## config.mk

```make
export PLATFORM = sky130hd
export DESIGN_NAME = audio_mixer_top
export DESIGN_NICKNAME = d
export VERILOG_FILES = /design/src/hw/mixer_pkg.sv /design/src/hw/audio_mixer_top.sv /design/src/hw/mix_output.sv /design/src/hw/mix_mac.sv /design/src/hw/mix_sequencer.sv
export SDC_FILE = /design/constraint.sdc
export NUM_CORES = 1
export LEC_CHECK = 0
export BUFFER_PORTS_ARGS = -buffer_cell sky130_fd_sc_hd__buf_2
export CELL_PAD_IN_SITES_DETAIL_PLACEMENT = 0
export CELL_PAD_IN_SITES_GLOBAL_PLACEMENT = 1
export CORE_ASPECT_RATIO = 0.8
export CORE_MARGIN = 1
export CORE_UTILIZATION = 45
export DETAILED_ROUTE_END_ITERATION = 12
export GPL_ROUTABILITY_DRIVEN = 0
export HOLD_SLACK_MARGIN = 0.06
export MAX_ROUTING_LAYER = met4
export PLACE_DENSITY_LB_ADDON = 0.1
export RECOVER_POWER = 100
export SLEW_MARGIN = 20
export SYNTH_ARGS = -nofsm -noshare
export SYNTH_HDL_FRONTEND = slang
export SYNTH_SLANG_ARGS = --single-unit
```

## constraint.sdc

```tcl
create_clock -name clk -period 11.17 [get_ports clk]
set_clock_uncertainty 0.2 [all_clocks]
set_input_delay 2.234 -clock clk [delete_from_list [all_inputs] [get_ports clk]]
set_output_delay 2.234 -clock clk [all_outputs]
set_load 0.02 [all_outputs]
```

## src/hw/mixer_pkg.sv

```systemverilog
package mixer_pkg;

    // Audio word and volume widths
    localparam int SAMPLE_W = 24;
    localparam int VOL_W    = 16;

    // Full signed sample times unsigned volume
    localparam int PROD_W = SAMPLE_W + VOL_W;

    // Signed audio sample
    typedef logic signed [SAMPLE_W-1:0] sample_t;

    // Volume as an unsigned fraction, FFFF just under unity
    typedef logic [VOL_W-1:0] vol_t;

    // Clamp limits for the mix sums
    localparam sample_t SAMPLE_MAX = sample_t'({1'b0, {(SAMPLE_W-1){1'b1}}});
    localparam sample_t SAMPLE_MIN = sample_t'({1'b1, {(SAMPLE_W-1){1'b0}}});

endpackage
```

## src/hw/audio_mixer_top.sv

```systemverilog
`timescale 1ns/1ps

module audio_mixer_top #(
    parameter int NUM_CH = 2,
    parameter int FS     = 32
) (
    input  logic                                clk,
    input  logic                                rst,
    input  mixer_pkg::sample_t [2*NUM_CH-1:0]   data_i,
    input  mixer_pkg::vol_t    [2*NUM_CH-1:0]   vol_i,
    output logic [2*NUM_CH-1:0]                 pop_o,
    output mixer_pkg::sample_t                  data_o,
    output logic                                lrck_o,
    output logic                                we_o
);

    import mixer_pkg::*;

    localparam int SLOT_W = $clog2(2 * NUM_CH);

    // Sequencer to MAC
    logic [SLOT_W-1:0] slot_sel;
    logic              slot_valid;
    logic              acc_clear;

    // Sequencer to output stage
    logic latch_left;
    logic latch_right;

    // MAC to output stage
    sample_t sum_left;
    sample_t sum_right;

    mix_sequencer #(
        .NUM_CH (NUM_CH),
        .FS     (FS)
    ) u_seq (
        .clk           (clk),
        .rst           (rst),
        .slot_sel_o    (slot_sel),
        .slot_valid_o  (slot_valid),
        .pop_o         (pop_o),
        .acc_clear_o   (acc_clear),
        .latch_left_o  (latch_left),
        .latch_right_o (latch_right)
    );

    mix_mac #(
        .NUM_CH (NUM_CH)
    ) u_mac (
        .clk          (clk),
        .rst          (rst),
        .data_i       (data_i),
        .vol_i        (vol_i),
        .slot_sel_i   (slot_sel),
        .slot_valid_i (slot_valid),
        .acc_clear_i  (acc_clear),
        .sum_left_o   (sum_left),
        .sum_right_o  (sum_right)
    );

    mix_output u_out (
        .clk           (clk),
        .rst           (rst),
        .sum_left_i    (sum_left),
        .sum_right_i   (sum_right),
        .latch_left_i  (latch_left),
        .latch_right_i (latch_right),
        .data_o        (data_o),
        .lrck_o        (lrck_o),
        .we_o          (we_o)
    );

endmodule

```

## src/hw/mix_output.sv

```systemverilog
`timescale 1ns/1ps

module mix_output (
    input  logic                clk,
    input  logic                rst,
    input  mixer_pkg::sample_t  sum_left_i,
    input  mixer_pkg::sample_t  sum_right_i,
    input  logic                latch_left_i,
    input  logic                latch_right_i,
    output mixer_pkg::sample_t  data_o,
    output logic                lrck_o,
    output logic                we_o
);

    logic [$bits(data_o)-1:0] data_q;
    logic                     lrck_q;
    logic                     we_q;

    // Output word, only updated on a latch
    always_ff @(posedge clk) begin
        if (rst) begin
            data_q <= '0;
        end else if (latch_left_i) begin
            data_q <= sum_left_i;
        end else if (latch_right_i) begin
            data_q <= sum_right_i;
        end
    end

    // LR clock level, 0 while the left word is out
    always_ff @(posedge clk) begin
        if (rst) begin
            lrck_q <= 1'b0;
        end else if (latch_left_i) begin
            lrck_q <= 1'b0;
        end else if (latch_right_i) begin
            lrck_q <= 1'b1;
        end
    end

    // Single cycle write strobe
    always_ff @(posedge clk) begin
        if (rst) begin
            we_q <= 1'b0;
        end else begin
            we_q <= latch_left_i | latch_right_i;
        end
    end

    assign data_o = data_q;
    assign lrck_o = lrck_q;
    assign we_o   = we_q;

endmodule

```

## src/hw/mix_mac.sv

```systemverilog
`timescale 1ns/1ps

module mix_mac #(
    parameter int NUM_CH = 2
) (
    input  logic                                    clk,
    input  logic                                    rst,
    input  mixer_pkg::sample_t [2*NUM_CH-1:0]       data_i,
    input  mixer_pkg::vol_t    [2*NUM_CH-1:0]       vol_i,
    input  logic [$clog2(2*NUM_CH)-1:0]             slot_sel_i,
    input  logic                                    slot_valid_i,
    input  logic                                    acc_clear_i,
    output mixer_pkg::sample_t                      sum_left_o,
    output mixer_pkg::sample_t                      sum_right_o
);

    import mixer_pkg::*;

    // Add two samples and clamp to full scale
    function automatic sample_t sat_add(input sample_t a, input sample_t b);
        logic signed [SAMPLE_W:0] wide;
        wide = a + b;
        if (wide > SAMPLE_MAX) begin
            return SAMPLE_MAX;
        end else if (wide < SAMPLE_MIN) begin
            return SAMPLE_MIN;
        end
        return wide[SAMPLE_W-1:0];
    endfunction

    // Stage 1 registers
    sample_t s1_data;
    vol_t    s1_vol;
    logic    s1_valid;
    logic    s1_right;

    // Stage 2 registers
    sample_t s2_scaled;
    logic    s2_valid;
    logic    s2_right;

    logic signed [PROD_W-1:0] prod;
    logic signed [PROD_W-1:0] prod_shift;

    sample_t sum_left;
    sample_t sum_right;

    // Stage 1: pick the selected slot
    always_ff @(posedge clk) begin
        if (slot_valid_i) begin
            s1_data <= data_i[slot_sel_i];
            s1_vol  <= vol_i[slot_sel_i];
        end
    end

    always_ff @(posedge clk) begin
        if (rst) begin
            s1_valid <= 1'b0;
            s1_right <= 1'b0;
        end else begin
            s1_valid <= slot_valid_i;
            // Odd slots are right channels
            s1_right <= slot_sel_i[0];
        end
    end

    // Volume is unsigned, so extend with a zero before the signed multiply
    assign prod       = s1_data * $signed({1'b0, s1_vol});
    assign prod_shift = prod >>> VOL_W;

    // Stage 2: scaled sample, always fits the sample width
    always_ff @(posedge clk) begin
        if (s1_valid) begin
            s2_scaled <= prod_shift[SAMPLE_W-1:0];
        end
    end

    always_ff @(posedge clk) begin
        if (rst) begin
            s2_valid <= 1'b0;
            s2_right <= 1'b0;
        end else begin
            s2_valid <= s1_valid;
            s2_right <= s1_right;
        end
    end

    // Stage 3: saturating accumulate into one side
    always_ff @(posedge clk) begin
        if (rst || acc_clear_i) begin
            sum_left  <= '0;
            sum_right <= '0;
        end else if (s2_valid) begin
            if (s2_right) begin
                sum_right <= sat_add(sum_right, s2_scaled);
            end else begin
                sum_left <= sat_add(sum_left, s2_scaled);
            end
        end
    end

    assign sum_left_o  = sum_left;
    assign sum_right_o = sum_right;

endmodule

```

## src/hw/mix_sequencer.sv

```systemverilog
`timescale 1ns/1ps

module mix_sequencer #(
    parameter int NUM_CH = 2,
    parameter int FS     = 32
) (
    input  logic                          clk,
    input  logic                          rst,
    output logic [$clog2(2*NUM_CH)-1:0]   slot_sel_o,
    output logic                          slot_valid_o,
    output logic [2*NUM_CH-1:0]           pop_o,
    output logic                          acc_clear_o,
    output logic                          latch_left_o,
    output logic                          latch_right_o
);

    localparam int NSLOT   = 2 * NUM_CH;
    localparam int SLOT_W  = $clog2(NSLOT);
    localparam int PHASE_W = $clog2(FS);

    // Phases where the output stage grabs each finished sum
    localparam logic [PHASE_W-1:0] LATCH_L_PHASE = PHASE_W'(FS / 2 - 1);
    localparam logic [PHASE_W-1:0] LATCH_R_PHASE = PHASE_W'(FS - 1);

    logic [PHASE_W-1:0] phase;
    logic [NSLOT-1:0]   pop_q;
    logic [NSLOT-1:0]   pop_next;
    logic               slot_valid;

    // Frame phase counter, wraps naturally since FS is a power of two
    always_ff @(posedge clk) begin
        if (rst) begin
            phase <= '0;
        end else begin
            phase <= phase + 1'b1;
        end
    end

    // Slot phases come first in the frame
    assign slot_valid = (phase < PHASE_W'(NSLOT));

    assign slot_valid_o = slot_valid;
    assign slot_sel_o   = phase[SLOT_W-1:0];

    // Clear lands at end of phase 0, first add at end of phase 2
    assign acc_clear_o = (phase == '0);

    assign latch_left_o  = (phase == LATCH_L_PHASE);
    assign latch_right_o = (phase == LATCH_R_PHASE);

    // One-hot of the slot being captured this phase
    always_comb begin
        pop_next = '0;
        if (slot_valid) begin
            pop_next = NSLOT'(1) << phase[SLOT_W-1:0];
        end
    end

    // Pop trails the selection by one cycle
    always_ff @(posedge clk) begin
        if (rst) begin
            pop_q <= '0;
        end else begin
            pop_q <= pop_next;
        end
    end

    assign pop_o = pop_q;

endmodule

```

==> out/summary.txt, run 1 <==
total track usage - 0.244
Top FF cell, synth - dfxtp_1
Skew-Pair Late Insertion Delay - 0.46 ns
Design Area, Final - 23,800 um^2
failing checks - capacitance limit, slew limit
Worst Path Max Fanout - 24
Port-buffer cells - 191
Die Y - 199 um
Core ar. - 47,400 um^2
Sink Count - 151
CTS H-tree lvls - 4
CTS Buf Count - 17
Rel. slew slack - -0.692
Die ar. - 49,300 um^2
area grow syn2layout - 9.14%
Final setup viols - 0
Post-synth EDFFs - 64
# DRC - 0
Ports - 192
worst-margin pin slew - 2.54 ns
TritonCTS clock tree - done
max-slew violations - 82
synth warn - 0
Final min period - 7.62 ns
most common cell after layout, fill and taps aside - inv_1
RSZ-0062 raised after global routing - no
worst reg-to-reg setup slack - 3.55 ns
area post-placement - 23,300 um^2
period utilization - 0.682
Hold Vio Cnt, Final - 0
hold wc startpoint - u_mac.s1_right
Hold EP - u_mac.s2_right
Syn Inst Count - 2,269
CP startpoint kind - flip-flop
Row Count - 71
DRT iter0 DRCs - 866
Vias per Instance - 5.27
RR Endpoint - u_mac.s2_scaled[21]
Post-CTS Resized - 0
outcome - finished, violations left
antenna violations before repair - 2
CTS root buf - clkbuf_16
Synth Area per Inst - 9.61 um^2
ys async rst share - 0
reg2reg path depth - 22
Worst Path Buf+Inv - 5
Place WS - 3.70 ns
Synth Net Count - 2,951
clk slew on worst S/H paths - 0.07 ns
r2r startpoint - u_mac.s1_vol[9]
Clock Path Buffers - 2
first-pass GRT wire length - 89,200 um
Fin Setup TNS - 0 ns
total wire length - 57,000 um
commonest cells after routing, fill and taps aside - inv_1, fa_1, nand2_1, and2_1, buf_2
number of global-route vias before repair - 16,200
Final ANT Viol Nets - 0
cells along the critical path - nand2_1 > fa_1 > inv_1 > fa_1 > inv_1 > fa_1 > inv_1 > fa_1 > fa_1 > inv_1 > fa_1 > inv_1 > ha_1 > nand2_1 > nor2_1 > o311ai_0 > o22ai_1 > o31ai_1 > a21o_1 > a211oi_1 > nor2_1 > xnor2_1
Starting Density - 0.460
Via Count - 16,000
Final #Nets - 3,084
cts hold-fix bufs - 0
CP Capture Type - flip-flop
CP max stage cell - edfxtp_1
largest net degree at the start of global routing - 51
CP top delay family - adder cells
Remaining Overflow, GRT - 0
worst hold path cell count - 1
FMAX - 0.131 GHz
WP data arrival - 7.63 ns
routed wire length per instance - 18.8 um
most frequent CP cell - fa_1
critical setup path kind - reg2reg
post-synthesis sequential area ratio - 0.168
CP required - 11.17 ns
maxcap violations - 2
Synth cell types - 79
slowest stage delay, CP - 1.08 ns
synthesized flop and latch total - 151
share of layout cells above drive strength 1 - 0.112
HPWL after DPL - 45,500 um
Post-CTS Setup Inserts - 0
min-delay worst type - reg2reg
chip width - 248 um
Mapped Area - 21,800 um^2
Final WS setup - 3.55 ns
TritonRoute pass-1 iters - 5
registers in the layout, summed over array words and instances (netlist names):
signal	count
u_mac.s1_data	24
u_out.we_o	1
u_mac.sum_right_o	24
u_mac.s1_right	1
u_mac.s1_vol	16
u_seq.phase	5
u_mac.s2_valid	1
u_mac.s2_scaled	24
u_out.lrck_o	1
u_mac.sum_left_o	24
u_out.data_o	24
u_mac.s2_right	1
u_seq.pop_o	4
u_mac.s1_valid	1
kinds of logic after synthesis:
kind of cell,Yosys count,synth area share
simple gates,627,0.136
compound gates,302,0.0958
xor+xnor,64,0.0257
flops,151,0.168
mux,65,0.0528
fa+ha+maj,522,0.427
buf+inv,538,0.0938
cell type report:
type,instances,area (um^2)
tap,620,776
clock buffer,18,429
clock inverter,14,144
antenna,2,5.00
multi-input combinational,1580,16100
sequential,151,3670
fill,4546,23600
timing repair buffer,211,1070
inverter,441,1660
synth_stat cells, types with 14 or more instances:
cell type / number / share of area
fa_1: 372 / 0.34
inv_1: 441 / 0.076
o21ai_0: 54 / 0.012
a21oi_1: 91 / 0.021
a211oi_1: 18 / 0.0062
dfxtp_1: 87 / 0.080
nand2_1: 267 / 0.046
mux4_2: 40 / 0.041
nand3_1: 14 / 0.0032
edfxtp_1: 64 / 0.088
nor2_1: 112 / 0.019
a21o_1: 23 / 0.0079
ha_1: 148 / 0.085
nor3_1: 20 / 0.0046
o21ai_1: 14 / 0.0032
clkbuf_1: 86 / 0.015
mux2i_1: 25 / 0.011
and2_1: 155 / 0.044
xor2_1: 24 / 0.0096
xnor2_1: 40 / 0.016
metal layers:
| layer | part of all wire | GRT usage |
|---|---|---|
| met3 | 0.047 | 0.0390 |
| met4 | 0.0093 | 0.0366 |
| met5 | 0 | - |
| met2 | 0.47 | 0.367 |
| met1 | 0.48 | 0.354 |
stage by stage:
stage | hold WS [ns] | util | instances
final | 0.252 | 0.502 | 3037
after global routing | 0.265 | 0.502 | 3036
after CTS | 0.255 | 0.503 | 3034
after detailed placement | 0.244 | 0.491 | 3002
after global placement | 0.228 | 0.491 | 3002
after floorplan | 0.214 | - | 2269
worst max-delay path by stage:
stage,end,cells after the start,start
floorplan,u_mac.s2_scaled[17],20,u_mac.s1_data[23]
global placement,u_mac.s2_scaled[21],19,u_mac.s1_vol[9]
detailed placement,u_mac.s2_scaled[21],22,u_mac.s1_vol[9]
CTS,u_mac.s2_scaled[21],22,u_mac.s1_vol[9]
global route,u_mac.s2_scaled[17],22,u_mac.s1_vol[9]
finish,u_mac.s2_scaled[21],22,u_mac.s1_vol[9]
Power of run 1 is left out: the tool's default activity adds up to more than one toggle a clock period on the data nets, which glitch-free logic cannot reach.
==> inputs of run 2 (changes only) <==
==> constraint.sdc (replaced) <==
create_clock -name clk -period 7.1 [get_ports clk]
set_clock_uncertainty 0.2 [all_clocks]
set_input_delay 1.42 -clock clk [delete_from_list [all_inputs] [get_ports clk]]
set_output_delay 1.42 -clock clk [all_outputs]
set_load 0.02 [all_outputs]
==> run 2 against run 1 <==
Compared with the run above: the flow still finishes with violations (capacitance limit, slew limit); fmax rose by 12%; utilization rose by 1.7 points; sequential share of layout area fell by 0.50 points; first-iteration DRC count rose by 12%.
==> out/summary.txt, run 2 (synthesis results as in run 1) <==
Ports - 192 (unchanged)
Final min period - 6.81 ns (-0.814 ns)
Clock Path Buffers - 2 (unchanged)
first-pass GRT wire length - 90,400 um (+1.3%)
# DRC - 0 (unchanged)
commonest cells after routing, fill and taps aside - inv_1, fa_1, nand2_1, buf_2, and2_1
antenna violations before repair - 1 (-1)
Final #Nets - 3,160 (+2.5%)
most common cell after layout, fill and taps aside - inv_1
share of layout cells above drive strength 1 - 0.142 (+0.0303)
critical setup path kind - reg2reg
CTS root buf - clkbuf_16
FMAX - 0.147 GHz (+12%)
Hold Vio Cnt, Final - 0 (unchanged)
failing checks - capacitance limit, slew limit
Vias per Instance - 5.21 (-1.2%)
Core ar. - 47,400 um^2 (unchanged)
area grow syn2layout - 12.8%
maxcap violations - 4 (+2)
Worst Path Max Fanout - 23 (-4.2%)
Final setup viols - 0 (unchanged)
total wire length - 57,500 um (+0.93%)
CP startpoint kind - flip-flop
clk slew on worst S/H paths - 0.07 ns (about the same)
Fin Setup TNS - 0 ns (unchanged)
CTS Buf Count - 17 (unchanged)
Port-buffer cells - 191 (unchanged)
Via Count - 16,200 (+1.2%)
DRT iter0 DRCs - 973 (+12%)
RSZ-0062 raised after global routing - no
min-delay worst type - reg2reg
TritonCTS clock tree - done
Remaining Overflow, GRT - 0 (unchanged)
Die Y - 199 um (unchanged)
routed wire length per instance - 18.5 um (-1.5%)
number of global-route vias before repair - 16,200 (-0.27%)
worst-margin pin slew - 3.45 ns (+0.911 ns)
WP data arrival - 6.82 ns (-0.81 ns)
CP required - 7.11 ns (-4.06 ns)
cts hold-fix bufs - 0 (unchanged)
max-slew violations - 180 (+120%)
CP Capture Type - flip-flop
Sink Count - 151 (unchanged)
period utilization - 0.959 (+0.276)
Final ANT Viol Nets - 0 (unchanged)
total track usage - 0.248 (+0.00381)
Skew-Pair Late Insertion Delay - 0.46 ns (about the same)
Starting Density - 0.460 (unchanged)
outcome - finished, violations left
HPWL after DPL - 47,900 um (+5.3%)
CTS H-tree lvls - 4 (unchanged)
chip width - 248 um (unchanged)
largest net degree at the start of global routing - 51 (unchanged)
TritonRoute pass-1 iters - 5 (unchanged)
Die ar. - 49,300 um^2 (unchanged)
Row Count - 71 (unchanged)
Rel. slew slack - -1.30 (-0.607)
[run 2: metrics by stage]
stage | setup WS (ns) | std cells | area (um^2) | hold WS [ns] | utilization
final | 0.292 | 3112 | 24600 | 0.241 | 0.518
after global routing | 0.0237 | 3112 | 24600 | 0.252 | 0.518
after CTS | 0.103 | 3092 | 24500 | 0.245 | 0.516
after detailed placement | 0.116 | 3060 | 23900 | 0.229 | 0.504
after global placement | 0.133 | 3060 | 23900 | 0.224 | 0.504
after floorplan | 0.769 | 2269 | 21800 | 0.214 | -
[run 2: critical path: stages (launching register included)]
cell	delay, ns
edfxtp_1	0.46
buf_12	0.20
and2_1	0.16
fa_1	0.53
inv_1	0.05
fa_1	0.45
fa_1	0.58
inv_1	0.07
fa_1	0.48
fa_1	0.49
inv_1	0.05
fa_1	0.47
inv_1	0.04
ha_1	0.28
nand3_1	0.17
or4_1	0.54
o22ai_1	0.31
o31ai_1	0.11
clkbuf_1	0.12
a21o_1	0.22
a211oi_1	0.35
nor2_1	0.10
xnor2_1	0.14
[run 2: repair_timing]
action | in CTS | in global routing
endpoints found under the setup margin | 0 | 10
resized for setup | 0 | 1
buffers inserted | 0 | 19
endpoints found under the hold margin | 0 | 0
[run 2: path summary, 6_finish.rpt]
| check | slack [ns] | to | cells past startpoint | from |
|---|---|---|---|---|
| setup / recovery | 0.29 | u_mac.s2_scaled[21] | 22 | u_mac.s1_vol[3] |
| hold / removal | 0.24 | u_mac.s2_right | 1 | u_mac.s1_right |
| setup reg to reg | 0.29 | u_mac.s2_scaled[21] | 22 | u_mac.s1_vol[3] |
| hold reg to reg | 0.24 | u_mac.s2_right | 1 | u_mac.s1_right |
[run 2: per-layer routing]
layer | vias up | track usage | wire length (um)
met5 | - | - | 0
met4 | 0 | 0.0504 | 792
met3 | 46 | 0.0335 | 2740
met2 | 379 | 0.361 | 26200
met1 | 8166 | 0.367 | 27800
li1 | 7619 | - | -
[run 2: area by class of cell]
class,count,area (um^2)
Fill cell,4491,22900
Tap cell,620,776
Multi-Input combinational cell,1580,16000
Timing Repair Buffer,287,1870
Antenna cell,1,2.50
Sequential cell,151,3670
Clock buffer,18,429
Inverter,441,1660
Clock inverter,14,140
Power of run 2 is left out for the same reason.
